### config.mk
export PLATFORM = sky130hd
export DESIGN_NAME = req_merge_top
export DESIGN_NICKNAME = d
export VERILOG_FILES = /design/src/merge_pkg.sv /design/src/merge_stream_if.sv /design/src/egress_port.sv /design/src/grant_arbiter.sv /design/src/ingress_arbiter.sv /design/src/merge_fifo.sv /design/src/req_merge_top.sv
export VERILOG_INCLUDE_DIRS = /design/src
export SDC_FILE = /design/constraint.sdc
export NUM_CORES = 1
export LEC_CHECK = 0
export BUFFER_PORTS_ARGS = -buffer_cell sky130_fd_sc_hd__clkbuf_2
export CORE_AREA = 2 2 144 146
export CTS_BUF_LIST = sky130_fd_sc_hd__clkbuf_8
export CTS_CLUSTER_SIZE = 28
export DETAILED_ROUTE_END_ITERATION = 10
export DIE_AREA = 0 0 146 148
export REMOVE_ABC_BUFFERS = 1
export SLEW_MARGIN = 0
export SYNTH_ARGS = -nofsm -noshare
export SYNTH_HDL_FRONTEND = slang
export SYNTH_HIERARCHICAL = 1
export SYNTH_SLANG_ARGS = --single-unit
### constraint.sdc
create_clock -name clk -period 5.85 [get_ports clk]
set_clock_uncertainty 0.1 [all_clocks]
set_input_delay 0.2925 -clock clk [delete_from_list [all_inputs] [get_ports clk]]
set_output_delay 0.2925 -clock clk [all_outputs]
set_load 0.05 [all_outputs]
### src/merge_cfg.svh
// Build-time sizes only; MERGE_FIFO_DEPTH must be 2 or more and credits at least 1
`ifndef MERGE_CFG_SVH
`define MERGE_CFG_SVH

// Width of one source data word
`define MERGE_DATA_W 8

// FIFO entries, also the producer credit count after reset
`define MERGE_FIFO_DEPTH 4

// Downstream credits held by the egress port after reset
`define MERGE_OUT_CREDITS 2

`endif

### src/merge_pkg.sv
// Shared merger types; the data field width follows MERGE_DATA_W from the cfg header
`include "merge_cfg.svh"

package merge_pkg;

  // Codes 0..3 put that source on top, 7 behaves like off
  typedef enum logic [2:0] {
    MODE_FIX0 = 3'd0,
    MODE_FIX1 = 3'd1,
    MODE_FIX2 = 3'd2,
    MODE_FIX3 = 3'd3,
    MODE_RR   = 3'd4,
    MODE_RAND = 3'd5,
    MODE_OFF  = 3'd6
  } arb_mode_e;

  typedef logic [1:0] src_id_t;

  typedef struct packed {
    src_id_t                  src;
    logic [`MERGE_DATA_W-1:0] data;
  } merge_entry_t;

  // Only meaningful for one-hot or zero input
  function automatic src_id_t onehot_to_id(input logic [3:0] oh);
    return {oh[3] | oh[2], oh[3] | oh[1]};
  endfunction

endpackage

### src/merge_stream_if.sv
// Credit link with no ready signal; the sender must never assert valid without a credit
`timescale 1ns/1ps
`include "merge_cfg.svh"

interface merge_stream_if;

  logic                     valid;
  merge_pkg::src_id_t       src;
  logic [`MERGE_DATA_W-1:0] data;
  logic                     credit;  // One-cycle pulse per freed slot

  modport sender (
    output valid,
    output src,
    output data,
    input  credit
  );

  modport receiver (
    input  valid,
    input  src,
    input  data,
    output credit
  );

endinterface

### src/egress_port.sv
// Downstream must return no more credits than it was given; overflow is not guarded
`timescale 1ns/1ps
`include "merge_cfg.svh"

module egress_port (
  input  logic                     clk,
  input  logic                     rst_n,
  merge_stream_if.receiver         in_link,
  output logic                     out_valid,
  output merge_pkg::src_id_t       out_src,
  output logic [`MERGE_DATA_W-1:0] out_data,
  input  logic                     out_credit
);

  localparam int DN_W = $clog2(`MERGE_OUT_CREDITS + 1);

  merge_pkg::merge_entry_t held;
  logic                    full;
  logic [DN_W-1:0]         dn_credits;
  logic                    send;

  assign send = full && (dn_credits != '0);

  always_ff @(posedge clk) begin
    if (in_link.valid) begin
      held <= '{src: in_link.src, data: in_link.data};
    end
  end

  // Load and send never meet, the FIFO waits for our credit
  always_ff @(posedge clk or negedge rst_n) begin
    if (!rst_n) begin
      full <= 1'b0;
    end else if (in_link.valid) begin
      full <= 1'b1;
    end else if (send) begin
      full <= 1'b0;
    end
  end

  always_ff @(posedge clk or negedge rst_n) begin
    if (!rst_n) begin
      dn_credits <= DN_W'(`MERGE_OUT_CREDITS);
    end else begin
      case ({send, out_credit})
        2'b10:   dn_credits <= dn_credits - 1'b1;
        2'b01:   dn_credits <= dn_credits + 1'b1;
        default: dn_credits <= dn_credits;
      endcase
    end
  end

  assign out_valid      = send;
  assign out_src        = held.src;
  assign out_data       = held.data;
  assign in_link.credit = send;  // Register free again

endmodule

### src/grant_arbiter.sv
// Grant appears one cycle after the decision edge; LFSR and RR pointer move only on real grants
`timescale 1ns/1ps

module grant_arbiter (
  input  logic                 clk,
  input  logic                 rst_n,
  input  logic [3:0]           req,
  input  logic                 enable,
  input  merge_pkg::arb_mode_e mode,
  output logic [3:0]           gnt
);

  logic [3:0] gnt_next;
  logic [1:0] last_ptr;  // Last granted source, kept across mode changes
  logic [2:0] lfsr;      // Bit 0 is s1, bit 2 is s3
  logic       lfsr_fb;
  logic [1:0] rand_top;

  // Source top first, the rest in ascending order
  function automatic logic [3:0] fixed_pick(input logic [3:0] r, input logic [1:0] top);
    logic [3:0] pick;
    pick = 4'b0000;
    if (r[top]) begin
      pick[top] = 1'b1;
    end else begin
      for (int i = 3; i >= 0; i--) begin
        if (r[i] && (i != top)) begin
          pick = 4'b0001 << i;  // Lowest index lands last
        end
      end
    end
    return pick;
  endfunction

  // Upward search starting one past the last grant
  function automatic logic [3:0] rr_pick(input logic [3:0] r, input logic [1:0] last);
    logic [3:0] pick;
    logic [1:0] idx;
    pick = 4'b0000;
    for (int i = 4; i >= 1; i--) begin
      idx = last + 2'(i);
      if (r[idx]) begin
        pick = 4'b0001 << idx;
      end
    end
    return pick;
  endfunction

  assign lfsr_fb  = lfsr[0] ^ lfsr[2];
  assign rand_top = lfsr[2:1];

  always_comb begin
    gnt_next = 4'b0000;
    if (enable) begin
      case (mode)
        merge_pkg::MODE_FIX0,
        merge_pkg::MODE_FIX1,
        merge_pkg::MODE_FIX2,
        merge_pkg::MODE_FIX3: gnt_next = fixed_pick(req, mode[1:0]);
        merge_pkg::MODE_RR:   gnt_next = rr_pick(req, last_ptr);
        merge_pkg::MODE_RAND: gnt_next = fixed_pick(req, rand_top);
        default:              gnt_next = 4'b0000;  // Off, codes 6 and 7
      endcase
    end
  end

  always_ff @(posedge clk or negedge rst_n) begin
    if (!rst_n) begin
      gnt      <= 4'b0000;
      last_ptr <= 2'd0;    // First RR search starts at source 1
      lfsr     <= 3'b001;
    end else begin
      gnt <= gnt_next;
      if (|gnt_next) begin
        last_ptr <= merge_pkg::onehot_to_id(gnt_next);
        lfsr     <= {lfsr[1:0], lfsr_fb};
      end
    end
  end

endmodule

### src/ingress_arbiter.sv
// Sources must hold req and data until accept; at most one accept per cycle
`timescale 1ns/1ps
`include "merge_cfg.svh"

module ingress_arbiter (
  input  logic                          clk,
  input  logic                          rst_n,
  input  logic [3:0]                    req,
  input  logic [3:0][`MERGE_DATA_W-1:0] src_data,
  input  merge_pkg::arb_mode_e          mode,
  output logic [3:0]                    accept,
  merge_stream_if.sender                fifo_link
);

  localparam int CRED_W = $clog2(`MERGE_FIFO_DEPTH + 1);

  logic [3:0]                    gnt;
  logic [3:0]                    req_m;
  logic                          enable;
  logic                          issue;
  logic [CRED_W-1:0]             credits;
  logic [3:0][`MERGE_DATA_W-1:0] words_q;
  merge_pkg::src_id_t            src_idx;

  assign req_m  = req & ~gnt;  // Source being accepted sits this one out
  assign enable = (credits != '0);

  // Mirrors when the arbiter hands out a non-zero grant
  assign issue = enable && (|req_m) && (mode <= merge_pkg::MODE_RAND);

  grant_arbiter grant_arbiter_i (
    .clk    (clk),
    .rst_n  (rst_n),
    .req    (req_m),
    .enable (enable),
    .mode   (mode),
    .gnt    (gnt)
  );

  // Paid at the decision edge, before valid shows up
  always_ff @(posedge clk or negedge rst_n) begin
    if (!rst_n) begin
      credits <= CRED_W'(`MERGE_FIFO_DEPTH);
    end else begin
      case ({issue, fifo_link.credit})
        2'b10:   credits <= credits - 1'b1;
        2'b01:   credits <= credits + 1'b1;
        default: credits <= credits;
      endcase
    end
  end

  // Words as seen at the decision edge
  always_ff @(posedge clk) begin
    if (issue) begin
      words_q <= src_data;
    end
  end

  assign src_idx = merge_pkg::onehot_to_id(gnt);
  assign accept  = gnt;

  assign fifo_link.valid = |gnt;
  assign fifo_link.src   = src_idx;
  assign fifo_link.data  = words_q[src_idx];

endmodule

### src/merge_fifo.sv
// Relies on the sender honoring its credits; a push into a full buffer is never checked
`timescale 1ns/1ps
`include "merge_cfg.svh"

module merge_fifo (
  input  logic             clk,
  input  logic             rst_n,
  merge_stream_if.receiver in_link,
  merge_stream_if.sender   out_link
);

  localparam int DEPTH = `MERGE_FIFO_DEPTH;
  localparam int PTR_W = $clog2(DEPTH);
  localparam int CNT_W = $clog2(DEPTH + 1);

  merge_pkg::merge_entry_t mem [DEPTH];

  logic [PTR_W-1:0] wr_ptr;
  logic [PTR_W-1:0] rd_ptr;
  logic [CNT_W-1:0] count;
  logic             out_cred;  // Egress has a single slot
  logic             send;

  // Wraps for any depth, not only powers of two
  function automatic logic [PTR_W-1:0] ptr_inc(input logic [PTR_W-1:0] p);
    return (p == PTR_W'(DEPTH - 1)) ? '0 : p + 1'b1;
  endfunction

  assign send = (count != '0) && out_cred;

  always_ff @(posedge clk) begin
    if (in_link.valid) begin
      mem[wr_ptr] <= '{src: in_link.src, data: in_link.data};
    end
  end

  always_ff @(posedge clk or negedge rst_n) begin
    if (!rst_n) begin
      wr_ptr <= '0;
      rd_ptr <= '0;
      count  <= '0;
    end else begin
      if (in_link.valid) begin
        wr_ptr <= ptr_inc(wr_ptr);
      end
      if (send) begin
        rd_ptr <= ptr_inc(rd_ptr);
      end
      case ({in_link.valid, send})
        2'b10:   count <= count + 1'b1;
        2'b01:   count <= count - 1'b1;
        default: count <= count;
      endcase
    end
  end

  always_ff @(posedge clk or negedge rst_n) begin
    if (!rst_n) begin
      out_cred <= 1'b1;
    end else begin
      case ({send, out_link.credit})
        2'b10:   out_cred <= 1'b0;
        2'b01:   out_cred <= 1'b1;
        default: out_cred <= out_cred;
      endcase
    end
  end

  assign out_link.valid  = send;
  assign out_link.src    = mem[rd_ptr].src;
  assign out_link.data   = mem[rd_ptr].data;
  assign in_link.credit  = send;  // Slot freed by this pop

endmodule

### src/req_merge_top.sv
// Four-source merger; arb_mode codes 6 and 7 stop all grants, out_credit is one pulse per word
`timescale 1ns/1ps
`include "merge_cfg.svh"

module req_merge_top (
  input  logic                          clk,
  input  logic                          rst_n,
  input  logic [3:0]                    req,
  input  logic [3:0][`MERGE_DATA_W-1:0] src_data,
  input  logic [2:0]                    arb_mode,
  output logic [3:0]                    accept,
  output logic                          out_valid,
  output merge_pkg::src_id_t            out_src,
  output logic [`MERGE_DATA_W-1:0]      out_data,
  input  logic                          out_credit
);

  merge_pkg::arb_mode_e mode;

  merge_stream_if fifo_link ();
  merge_stream_if out_link ();

  assign mode = merge_pkg::arb_mode_e'(arb_mode);

  ingress_arbiter ingress_arbiter_i (
    .clk       (clk),
    .rst_n     (rst_n),
    .req       (req),
    .src_data  (src_data),
    .mode      (mode),
    .accept    (accept),
    .fifo_link (fifo_link.sender)
  );

  merge_fifo merge_fifo_i (
    .clk      (clk),
    .rst_n    (rst_n),
    .in_link  (fifo_link.receiver),
    .out_link (out_link.sender)
  );

  egress_port egress_port_i (
    .clk        (clk),
    .rst_n      (rst_n),
    .in_link    (out_link.receiver),
    .out_valid  (out_valid),
    .out_src    (out_src),
    .out_data   (out_data),
    .out_credit (out_credit)
  );

endmodule

== Word level (Yosys, flattened, before mapping) ==
Memory sizes are Yosys's and may differ from the RTL's. A register that Yosys moved wholly into a read port is not among the register bits.
Index checks and enable logic that the tools add are counted.

* Bits in registers: 55
* Memory bits (writable): 40
* Logic and storage cells: 141
* Memories kept: 1

* Add/sub/neg operators: 11
* $lt $le $gt $ge: 10
* Equal/unequal tests: 21
* Shifts and indexed selects: 4
* Mux-type cells: 44
* Bitwise logic cells: 7
* Reduce and logical (&&, ||, !) cells: 29

{| class="wikitable"
|+ Memory list
! name !! words !! bits a word !! read ports !! clocked after memory_dff !! wr ports !! line !! text
|-
| merge_fifo_i.mem || 4 || 10 || 1 || 1 || 1 || merge_fifo.sv:16 || <nowiki>merge_pkg::merge_entry_t mem [DEPTH];</nowiki>
|}

{| class="wikitable"
|+ Operators with widths
! kind !! count
|-
| 2-to-1 mux 4 bit || 15
|-
| < comparator 2 x 3 -> 1 bit, second input constant || 7
|-
| binary-select mux 8 bit (select 2 bit) || 1
|-
| nonzero test 2 bit || 8
|-
| OR reduction 4 bit || 4
|-
| << shifter 1 x 2 -> 4 bit, first input constant || 4
|-
| logical AND 1 bit || 14
|-
| binary-select mux 1 bit (select 2 bit) || 6
|-
| == test 2 bit, second input constant || 6
|-
| 2-to-1 mux 1 bit || 12
|-
| one-hot mux 3 bit (2 select lines) || 2
|-
| one-hot mux 4 bit (3 select lines) || 1
|-
| adder 2 x 1 -> 2 bit, second input constant || 4
|-
| == test 2 x 1 -> 1 bit, second input constant || 4
|-
| 2-to-1 mux 8 bit || 1
|-
| != test 2 bit, first input constant || 4
|-
| adder 3 x 1 -> 3 bit, second input constant || 2
|-
| == test 3 x 2 -> 1 bit, second input constant || 2
|-
| == test 3 bit, second input constant || 2
|-
| nonzero test 3 bit || 2
|-
| subtractor 3 x 1 -> 3 bit, second input constant || 2
|-
| adder 2 bit, second input constant || 2
|-
| bitwise AND 4 bit || 1
|-
| demux 1 bit (select 2 bit) || 2
|-
| 12 further kinds || 18
|}

== Longest topological paths before layout ==
Gate-level depths: netlist (run 1).

* Word-level depth: 11
* Mapped depth: 11

== Cells and area by module ==
Netlist (run 1), hierarchy kept.

{| class="wikitable"
|+ By module, submodules not included
! module !! times used !! cells an instance !! area an instance (um2) !! sequential area each (um2)
|-
| merge_fifo || 1 || 94 || 1939.4 || 1402.6
|-
| ingress_arbiter || 1 || 83 || 1493.9 || 1037.2
|-
| grant_arbiter || 1 || 113 || 1023.5 || 226.5
|-
| egress_port || 1 || 23 || 446.7 || 376.6
|}

== Least setup slack after synthesis (run 1) ==
Ideal clock, no wire load.

* Kind: reg-to-reg
* From: register ingress_arbiter_i.grant_arbiter_i.gnt[3]
* To: register ingress_arbiter_i/words_q[0] (netlist name), enable pin
* Arrival: 3457 ps
* Data required time: 5280 ps
* Slack: 1823 ps
* Cell stages (with the launch flop): 5
* Path buffers: 1
* Period minus slack after synthesis: 4027 ps
* Cell sequence: dfrtp_1 > buf_6 > nor2b_1 > nor4_2 > a211oi_1

* Longest elaborated chain between the ends: 5

{| class="wikitable"
|+ RTL lines
! item !! line !! text
|-
| start: declaration || grant_arbiter.sv:10 || <nowiki>output logic [3:0] gnt</nowiki>
|-
| start signal: assignment || grant_arbiter.sv:73 || <nowiki>gnt <= gnt_next;</nowiki>
|-
| inverter 4 bit || ingress_arbiter.sv:25 || <nowiki>assign req_m = req & ~gnt;</nowiki>
|-
| bitwise AND 4 bit || ingress_arbiter.sv:25 ||
|-
| net ingress_arbiter_i.req_m[3] || ingress_arbiter.sv:18 || <nowiki>logic [3:0] req_m;</nowiki>
|-
| OR reduction 4 bit || ingress_arbiter.sv:29 || <nowiki>assign issue = enable && (|req_m) && (mode <= merge_pkg::MODE_RAND);</nowiki>
|-
| logical AND 1 bit (2 in series) || ingress_arbiter.sv:29 ||
|-
| net ingress_arbiter_i.issue || ingress_arbiter.sv:20 || <nowiki>logic issue;</nowiki>
|-
| end signal: assignment || ingress_arbiter.sv:56 || <nowiki>words_q <= src_data;</nowiki>
|-
| end: declaration || ingress_arbiter.sv:22 || <nowiki>logic [3:0][`MERGE_DATA_W-1:0] words_q;</nowiki>
|}

The timed path passes the listed nets, and every way through them passes these cells.
A chain may end at the register's enable or synchronous reset.

== Final worst setup path (run 1) ==
* From: register ingress_arbiter_i.grant_arbiter_i.gnt[1]
* To: register ingress_arbiter_i.grant_arbiter_i.lfsr[1]

* Longest elaborated chain between the ends: 11
* Elaborated cells between the ends (all ways): 29
* Those cells by class: mux: 24; bitwise: 2; reduce/logical: 3

{| class="wikitable"
|+ RTL lines
! item !! line !! text
|-
| inverter 4 bit (*) || ingress_arbiter.sv:25 ||
|-
| bitwise AND 4 bit (*) || ingress_arbiter.sv:25 ||
|-
| net ingress_arbiter_i.req_m[1] || ingress_arbiter.sv:18 ||
|-
| binary-select mux 1 bit (select 2 bit) || grant_arbiter.sv:42 || <nowiki>if (r[idx]) begin</nowiki>
|-
| 2-to-1 mux 1 bit (implied by the code) || grant_arbiter.sv:42 ||
|-
| 2-to-1 mux 4 bit (4 in series) || grant_arbiter.sv:42 ||
|-
| one-hot mux 4 bit (3 select lines) (*) || grant_arbiter.sv:55 || <nowiki>case (mode)</nowiki>
|-
| 2-to-1 mux 4 bit (*) || grant_arbiter.sv:54 || <nowiki>if (enable) begin</nowiki>
|-
| net ingress_arbiter_i.grant_arbiter_i.gnt_next[3] || grant_arbiter.sv:13 || <nowiki>logic [3:0] gnt_next;</nowiki>
|-
| OR reduction 4 bit (*) || grant_arbiter.sv:74 || <nowiki>if (|gnt_next) begin</nowiki>
|-
| end signal: assignment || grant_arbiter.sv:76 || <nowiki>lfsr <= {lfsr[1:0], lfsr_fb};</nowiki>
|-
| end: declaration || grant_arbiter.sv:15 || <nowiki>logic [2:0] lfsr;</nowiki>
|}

Mark *: on every way through the listed nets, which the timed path passes. The rest lies on a longest branch. The select of a mux whose other input is x is not followed.

==> results of run 1 <==
-- stage by stage --
stage / utilization [%] / hold WS [ns]
after floorplan: - / -0.1031
after global placement: 27.21 / 0.2140
after detailed placement: 27.21 / 0.2305
after CTS: 29.35 / 0.001433
after global routing: 29.70 / 0.006226
final: 29.70 / 0.03734
-- layer usage --
metal / share of wire, % / track usage [%]
met5: 0 / 0
met4: 0.69 / 2.330
met3: 3.3 / 2.253
met2: 51 / 15.54
met1: 45 / 11.45
-- worst reg2reg max path, stage by stage (launching register included) --
cell and delay, ns:
dfrtp_1 0.67, nor2b_1 0.82, mux4_2 0.52, nor2b_4 0.07, a221oi_2 0.26, o221ai_2 0.16, a311oi_2 0.32, nand3_2 0.15
mux2_4 0.31
-- layout make-up --
cell class                 instances  share of cell area, %
timing repair buffer              89                  10.22
clock inverter                     7                 0.9250
clock buffer                       9                  2.081
tap                              270                  5.676
sequential                       105                  51.12
inverter                          22                  1.387
multi-input combinational        173                  28.59
-- power by group --
part | switching (uW) | internal [uW]
combinational | 549 | 390
sequential | 139 | 1120
clock | 246 | 160
-- what timing repair did --
item | CTS | global route
hold buffers | 25 | 7
endpoints found under the hold margin | 43 | 7
setup endpoints to repair | 0 | 0
setup buffers | 0 | 0
-- cell families (layout without fill, tap and decap cells) --
logic type	Yosys count	count (layout)	synth area share, %
buffers and inverters	35	127	3.496
DFF	105	105	62.06
and+or+nand+nor	48	48	6.404
muxes	48	48	13.57
xor gates and xnor gates	10	10	1.786
AOI/OAI and AO/OA	49	49	7.783
adders and majority gates	18	18	4.899
-- flip-flops by register name (all words and copies together), names as in the netlist, 3 cells and up --
name,flops
merge_fifo_i/count,3
egress_port_i/out_data,8
ingress_arbiter_i/words_q,32
ingress_arbiter_i/grant_arbiter_i/lfsr,3
ingress_arbiter_i/grant_arbiter_i/gnt,4
ingress_arbiter_i/credits,3
merge_fifo_i/mem,40
-- cells in the final DEF (no fill, tap or decap), types with 2 or more instances in the layout --
cell type,count
nor3_1,3
dfrtp_1,19
inv_1,22
mux4_1,2
edfxtp_1,82
fa_1,2
mux2_2,4
a211oi_1,3
clkbuf_2,56
nand2b_1,2
clkbuf_8,9
and2_1,4
xor2_1,7
o22a_1,3
inv_8,2
nor2b_1,6
o21ai_0,8
ha_1,16
a21oi_1,9
o21ai_1,2
dfstp_2,4
mux2i_1,29
mux4_2,11
nand2_1,8
dlygate4sd3_1,32
or3_1,4
nor2_8,2
nand3_1,3
a221oi_2,2
o211ai_1,3
mux2_4,2
nor2_1,8
a31oi_1,2
xnor2_1,3
clkinv_4,2
-- path summary, 6_finish.rpt --
| kind | start | end | depth (start not counted) |
|---|---|---|---|
| min in group asynchronous | rst_n | egress_port_i/dn_credits[0] | 2 |
| setup / recovery | ingress_arbiter_i/grant_arbiter_i/gnt[1] | ingress_arbiter_i/grant_arbiter_i/lfsr[1] | 8 |
| max in group asynchronous | rst_n | ingress_arbiter_i/grant_arbiter_i/last_ptr[1] | 2 |
| hold reg to reg | egress_port_i/full | egress_port_i/full | 1 |
| setup reg to reg | ingress_arbiter_i/grant_arbiter_i/gnt[1] | ingress_arbiter_i/grant_arbiter_i/lfsr[1] | 8 |
| hold / removal | src_data[30] | ingress_arbiter_i/words_q[30] | 1 |
==> out/qor.yml, run 1 <==
ys_types: 59
grt_pass1_wl_mm: 15.48
cts.reportedPaths.clkPinSlew_ns: 0.09
placed_cells: 627
drive_above_1_share_pct: 26.91
timing.setup.tns_ns: 0
max_freq_mhz: 287.3
grt_pass1_vias: 2993
slowest_stage: "nor2b_1"
ys.flop_type: "edfxtp_1"
power_uw: 2610
drt-pass1-iter-count: 4
grt_start_max_net_pins: 33
cp.required_ns: 6.00
p_leak_uw: 0.002359
synthArstFlopShare_pct: 21.90
clock-sinks: 105
cp.buffers_inverters: 0
cts-root-buf: "clkbuf_8"
period_minus_slack_ns: 3.480
worst_pin_slew_ns: 0.9732
netlist_area_um2: 4903
setup_viol: 0
synth_top_area_cell: "edfxtp_1"
worst_slack_ns: 2.370
cp_cell_sequence: "nor2b_1, mux4_2, nor2b_4, a221oi_2, o221ai_2, a311oi_2, nand3_2, mux2_4"
hold_violations: 0
synth_area_leaders: "edfxtp_1 (50%), dfrtp_1 (9.7%), mux2i_1 (5.9%), mux4_2 (5.1%), ha_1 (4.1%)"
synth-seq-cells: 105
seq_area_frac_synth_pct: 62.06
critPathKind: "register to register"
h-tree-depth: 3
rows: 52
viasPerCell: 4.199
core_um2: 20040
ir_worst_vdd_mv: 0.1304
synthCells: 313
die_h_um: 148
max_cap_viol_count: 0
status: "complete, no violations"
critical_path.top_delay_family: "simple AND/OR/NAND/NOR gates"
wirelength_mm: 9.484
grtUsageTotal_pct: 9.043
synth_common_cells: "edfxtp_1 (82), mux2i_1 (29), inv_1 (21), dfrtp_1 (19), ha_1 (16)"
reg2reg_slack_ns: 2.37
n_antenna_cell: 0
num_vias: 2834
pre_cts_ws_ns: 2.385
slew_viol_final: 0
endpoint_kind: "register"
power_density_nw_per_um2: 438.5
gp_congestion: 0.7789
numCtsBuffers: 9
drtIter0Drc: 148
fin_crit_sh_pct: 59.49
crit_path_max_incr_delay_ns: 0.81
avgRoutedWirePerCell_um: 14.05
grt-ovfl-total: 0
synth.most_common_cell: "edfxtp_1"
cts_resized: 0
drc: 0
yosysWarnings: 6
dp_hpwl_mm: 6.709
antenna_found_initial: 0
clock_latency_ns: 0.36
synth_top_area_share_pct: 50.22
postPlaceCellArea_um2: 5453
cp-start-kind: "register"
die_area_um2: 21610
fill_cells: 2047
seq_area_um2: 3043
clk_path_buf_depth: 2
initial_core_util_pct: 24.47
cts_tree: "done"
syn-mean-instance-area_um2: 15.67
critPathMaxFanout: 14
io_pins: 57
ant_nets: 0
fin_nets: 460
multiInputGateArea_um2: 1702
synth_edf_count: 82
worstPathArrival_ns: 3.63
slew_headroom_pct: 34.98
final_area_um2: 5952
portBuffers: 56
die_w_um: 146
rsz0062_at_grt: "false"
final_cells: 675
syn_to_final_growth_pct: 21.38
worstHoldPathType: "input port to register"
(Power assumes the default switching activity.)
==> run 2, diff against run 1 <==
==> constraint.sdc (replaced) <==
create_clock -name clk -period 2.8 [get_ports clk]
set_clock_uncertainty 0.1 [all_clocks]
set_input_delay 0.14 -clock clk [delete_from_list [all_inputs] [get_ports clk]]
set_output_delay 0.14 -clock clk [all_outputs]
set_load 0.05 [all_outputs]
==> run 2 against run 1 <==
  * Maximum frequency increased by 29%
  * Sequential power up 100%
  * Hold slack improved by 0.16 ns
  * Critical path depth did not move
  * First-iteration DRC count shrank 24%
==> out/qor.yml, run 2 (synthesis results as in run 1) <==
portBuffers: 56
hold_violations: 0
avgRoutedWirePerCell_um: 14.18
worstHoldPathType: "input port to async pin"
cts-root-buf: "clkbuf_8"
period_minus_slack_ns: 2.698
cp_cell_sequence: "inv_1, ha_4, mux4_2, a221oi_4, o221ai_2, a311oi_2, nand3_2, mux2_4"
die_area_um2: 21610
power_density_nw_per_um2: 940.3
reg2reg_slack_ns: 0.10
io_pins: 57
largest_reg_flops: 40
syn_to_final_growth_pct: 25.72
worst_slack_ns: 0.1016
n_antenna_cell: 0
grt-ovfl-total: 0
critPathMaxFanout: 7
fin_crit_sh_pct: 96.37
cp.required_ns: 2.97
cp-start-kind: "register"
grt_pass1_vias: 3090
grtUsageTotal_pct: 9.629
ant_nets: 0
wirelength_mm: 9.870
final_common_cell: "edfxtp_1"
viasPerCell: 4.155
ir_worst_vdd_mv: 0.4452
timing.setup.tns_ns: 0
crit_path_max_incr_delay_ns: 0.61
fin_nets: 481
max_freq_mhz: 370.6
slew_viol_final: 0
slew_headroom_pct: 50.34
dp_hpwl_mm: 6.895
drtIter0Drc: 112
max_cap_viol_count: 0
cp.buffers_inverters: 1
cts.reportedPaths.clkPinSlew_ns: 0.10
core_um2: 20040
top_register: "merge_fifo_i/mem"
numCtsBuffers: 9
antenna_found_initial: 0
fin_util_pct: 30.76
h-tree-depth: 3
initial_core_util_pct: 24.47
clock_latency_ns: 0.37
drc: 0
endpoint_kind: "register"
drive_above_1_share_pct: 31.69
gp_congestion: 0.8410
setup_viol: 0
num_vias: 2892
slowest_stage: "mux4_2"
rsz0062_at_grt: "true"
drt-pass1-iter-count: 4
die_w_um: 146
rows: 52
power_uw: 5797
clk_path_buf_depth: 2
worst_pin_slew_ns: 0.7449
critPathKind: "register to register"
final_area_um2: 6165
cts_tree: "done"
die_h_um: 148
grt_start_max_net_pins: 33
pre_cts_ws_ns: 0.1153
p_leak_uw: 0.002467
clock-sinks: 105
fill_cells: 2019
status: "complete, no violations"
final_cell_mix: "edfxtp_1 (82), clkbuf_2 (56), dlygate4sd3_1 (34), mux2i_1 (28)"
postPlaceCellArea_um2: 5573
grt_pass1_wl_mm: 16.13
worstPathArrival_ns: 2.87
critical_path.top_delay_family: "multiplexers"
[run 2: cell types whose count changed in the layout (fill, tap and decap cells not counted), sizes merged]
cell,change
inv,-2
bufinv,+1
buf,+19
dlygate4sd3,+2
clkinv,+1
[run 2: power by group]
part	internal (uW)	switching (uW)	total [uW]	leakage [uW]
registers	2350	201	2550	0.00105
clock network	414	506	919	0.000104
logic	1000	1320	2320	0.00131
[run 2: path summary, 6_finish.rpt]
path / from / to / depth (start not counted)
max in group asynchronous: rst_n / ingress_arbiter_i/grant_arbiter_i/last_ptr[1] / 2
max reg2reg: ingress_arbiter_i/grant_arbiter_i/last_ptr[0] / ingress_arbiter_i/grant_arbiter_i/lfsr[1] / 8
min: rst_n / egress_port_i/dn_credits[0] / 2
max: ingress_arbiter_i/grant_arbiter_i/last_ptr[0] / ingress_arbiter_i/grant_arbiter_i/lfsr[1] / 8
min in group clk: arb_mode[1] / ingress_arbiter_i/credits[0] / 4
min reg2reg: egress_port_i/full / egress_port_i/full / 1
[run 2: area by class of cell]
cell class	count	area, um^2	share of cell area (%)
timing repair buffer	110	770.7	12.50
sequential	105	3043	49.36
clock inverter	7	67.56	1.096
multi-input combinational	173	1739	28.21
inverter	22	82.58	1.340
clock buffer	9	123.9	2.009
tap	270	337.8	5.480
[run 2: metrics by stage]
stage | hold WS, ns | cells
finish | 0.2021 | 696
global route | 0.2605 | 696
CTS | 0.2115 | 693
detailed placement | 0.08236 | 643
global placement | 0.07649 | 643
floorplan | -0.2556 | 300
[run 2: repair_timing]
| action | CTS | global route |
|---|---|---|
| hold buffers | 34 | 0 |
| resized for setup | 0 | 7 |
| setup endpoints to repair | 0 | 4 |
| hold endpoints to repair | 52 | 0 |
| buffers inserted | 0 | 3 |
[run 2: per-layer routing]
layer | up-vias | global-route usage, % | wire length [um]
li1 | 1405 | - | -
met1 | 1424 | 11.44 | 4284
met2 | 54 | 17.00 | 5106
met3 | 9 | 2.994 | 356
met4 | 0 | 2.476 | 123
met5 | - | 0 | 0
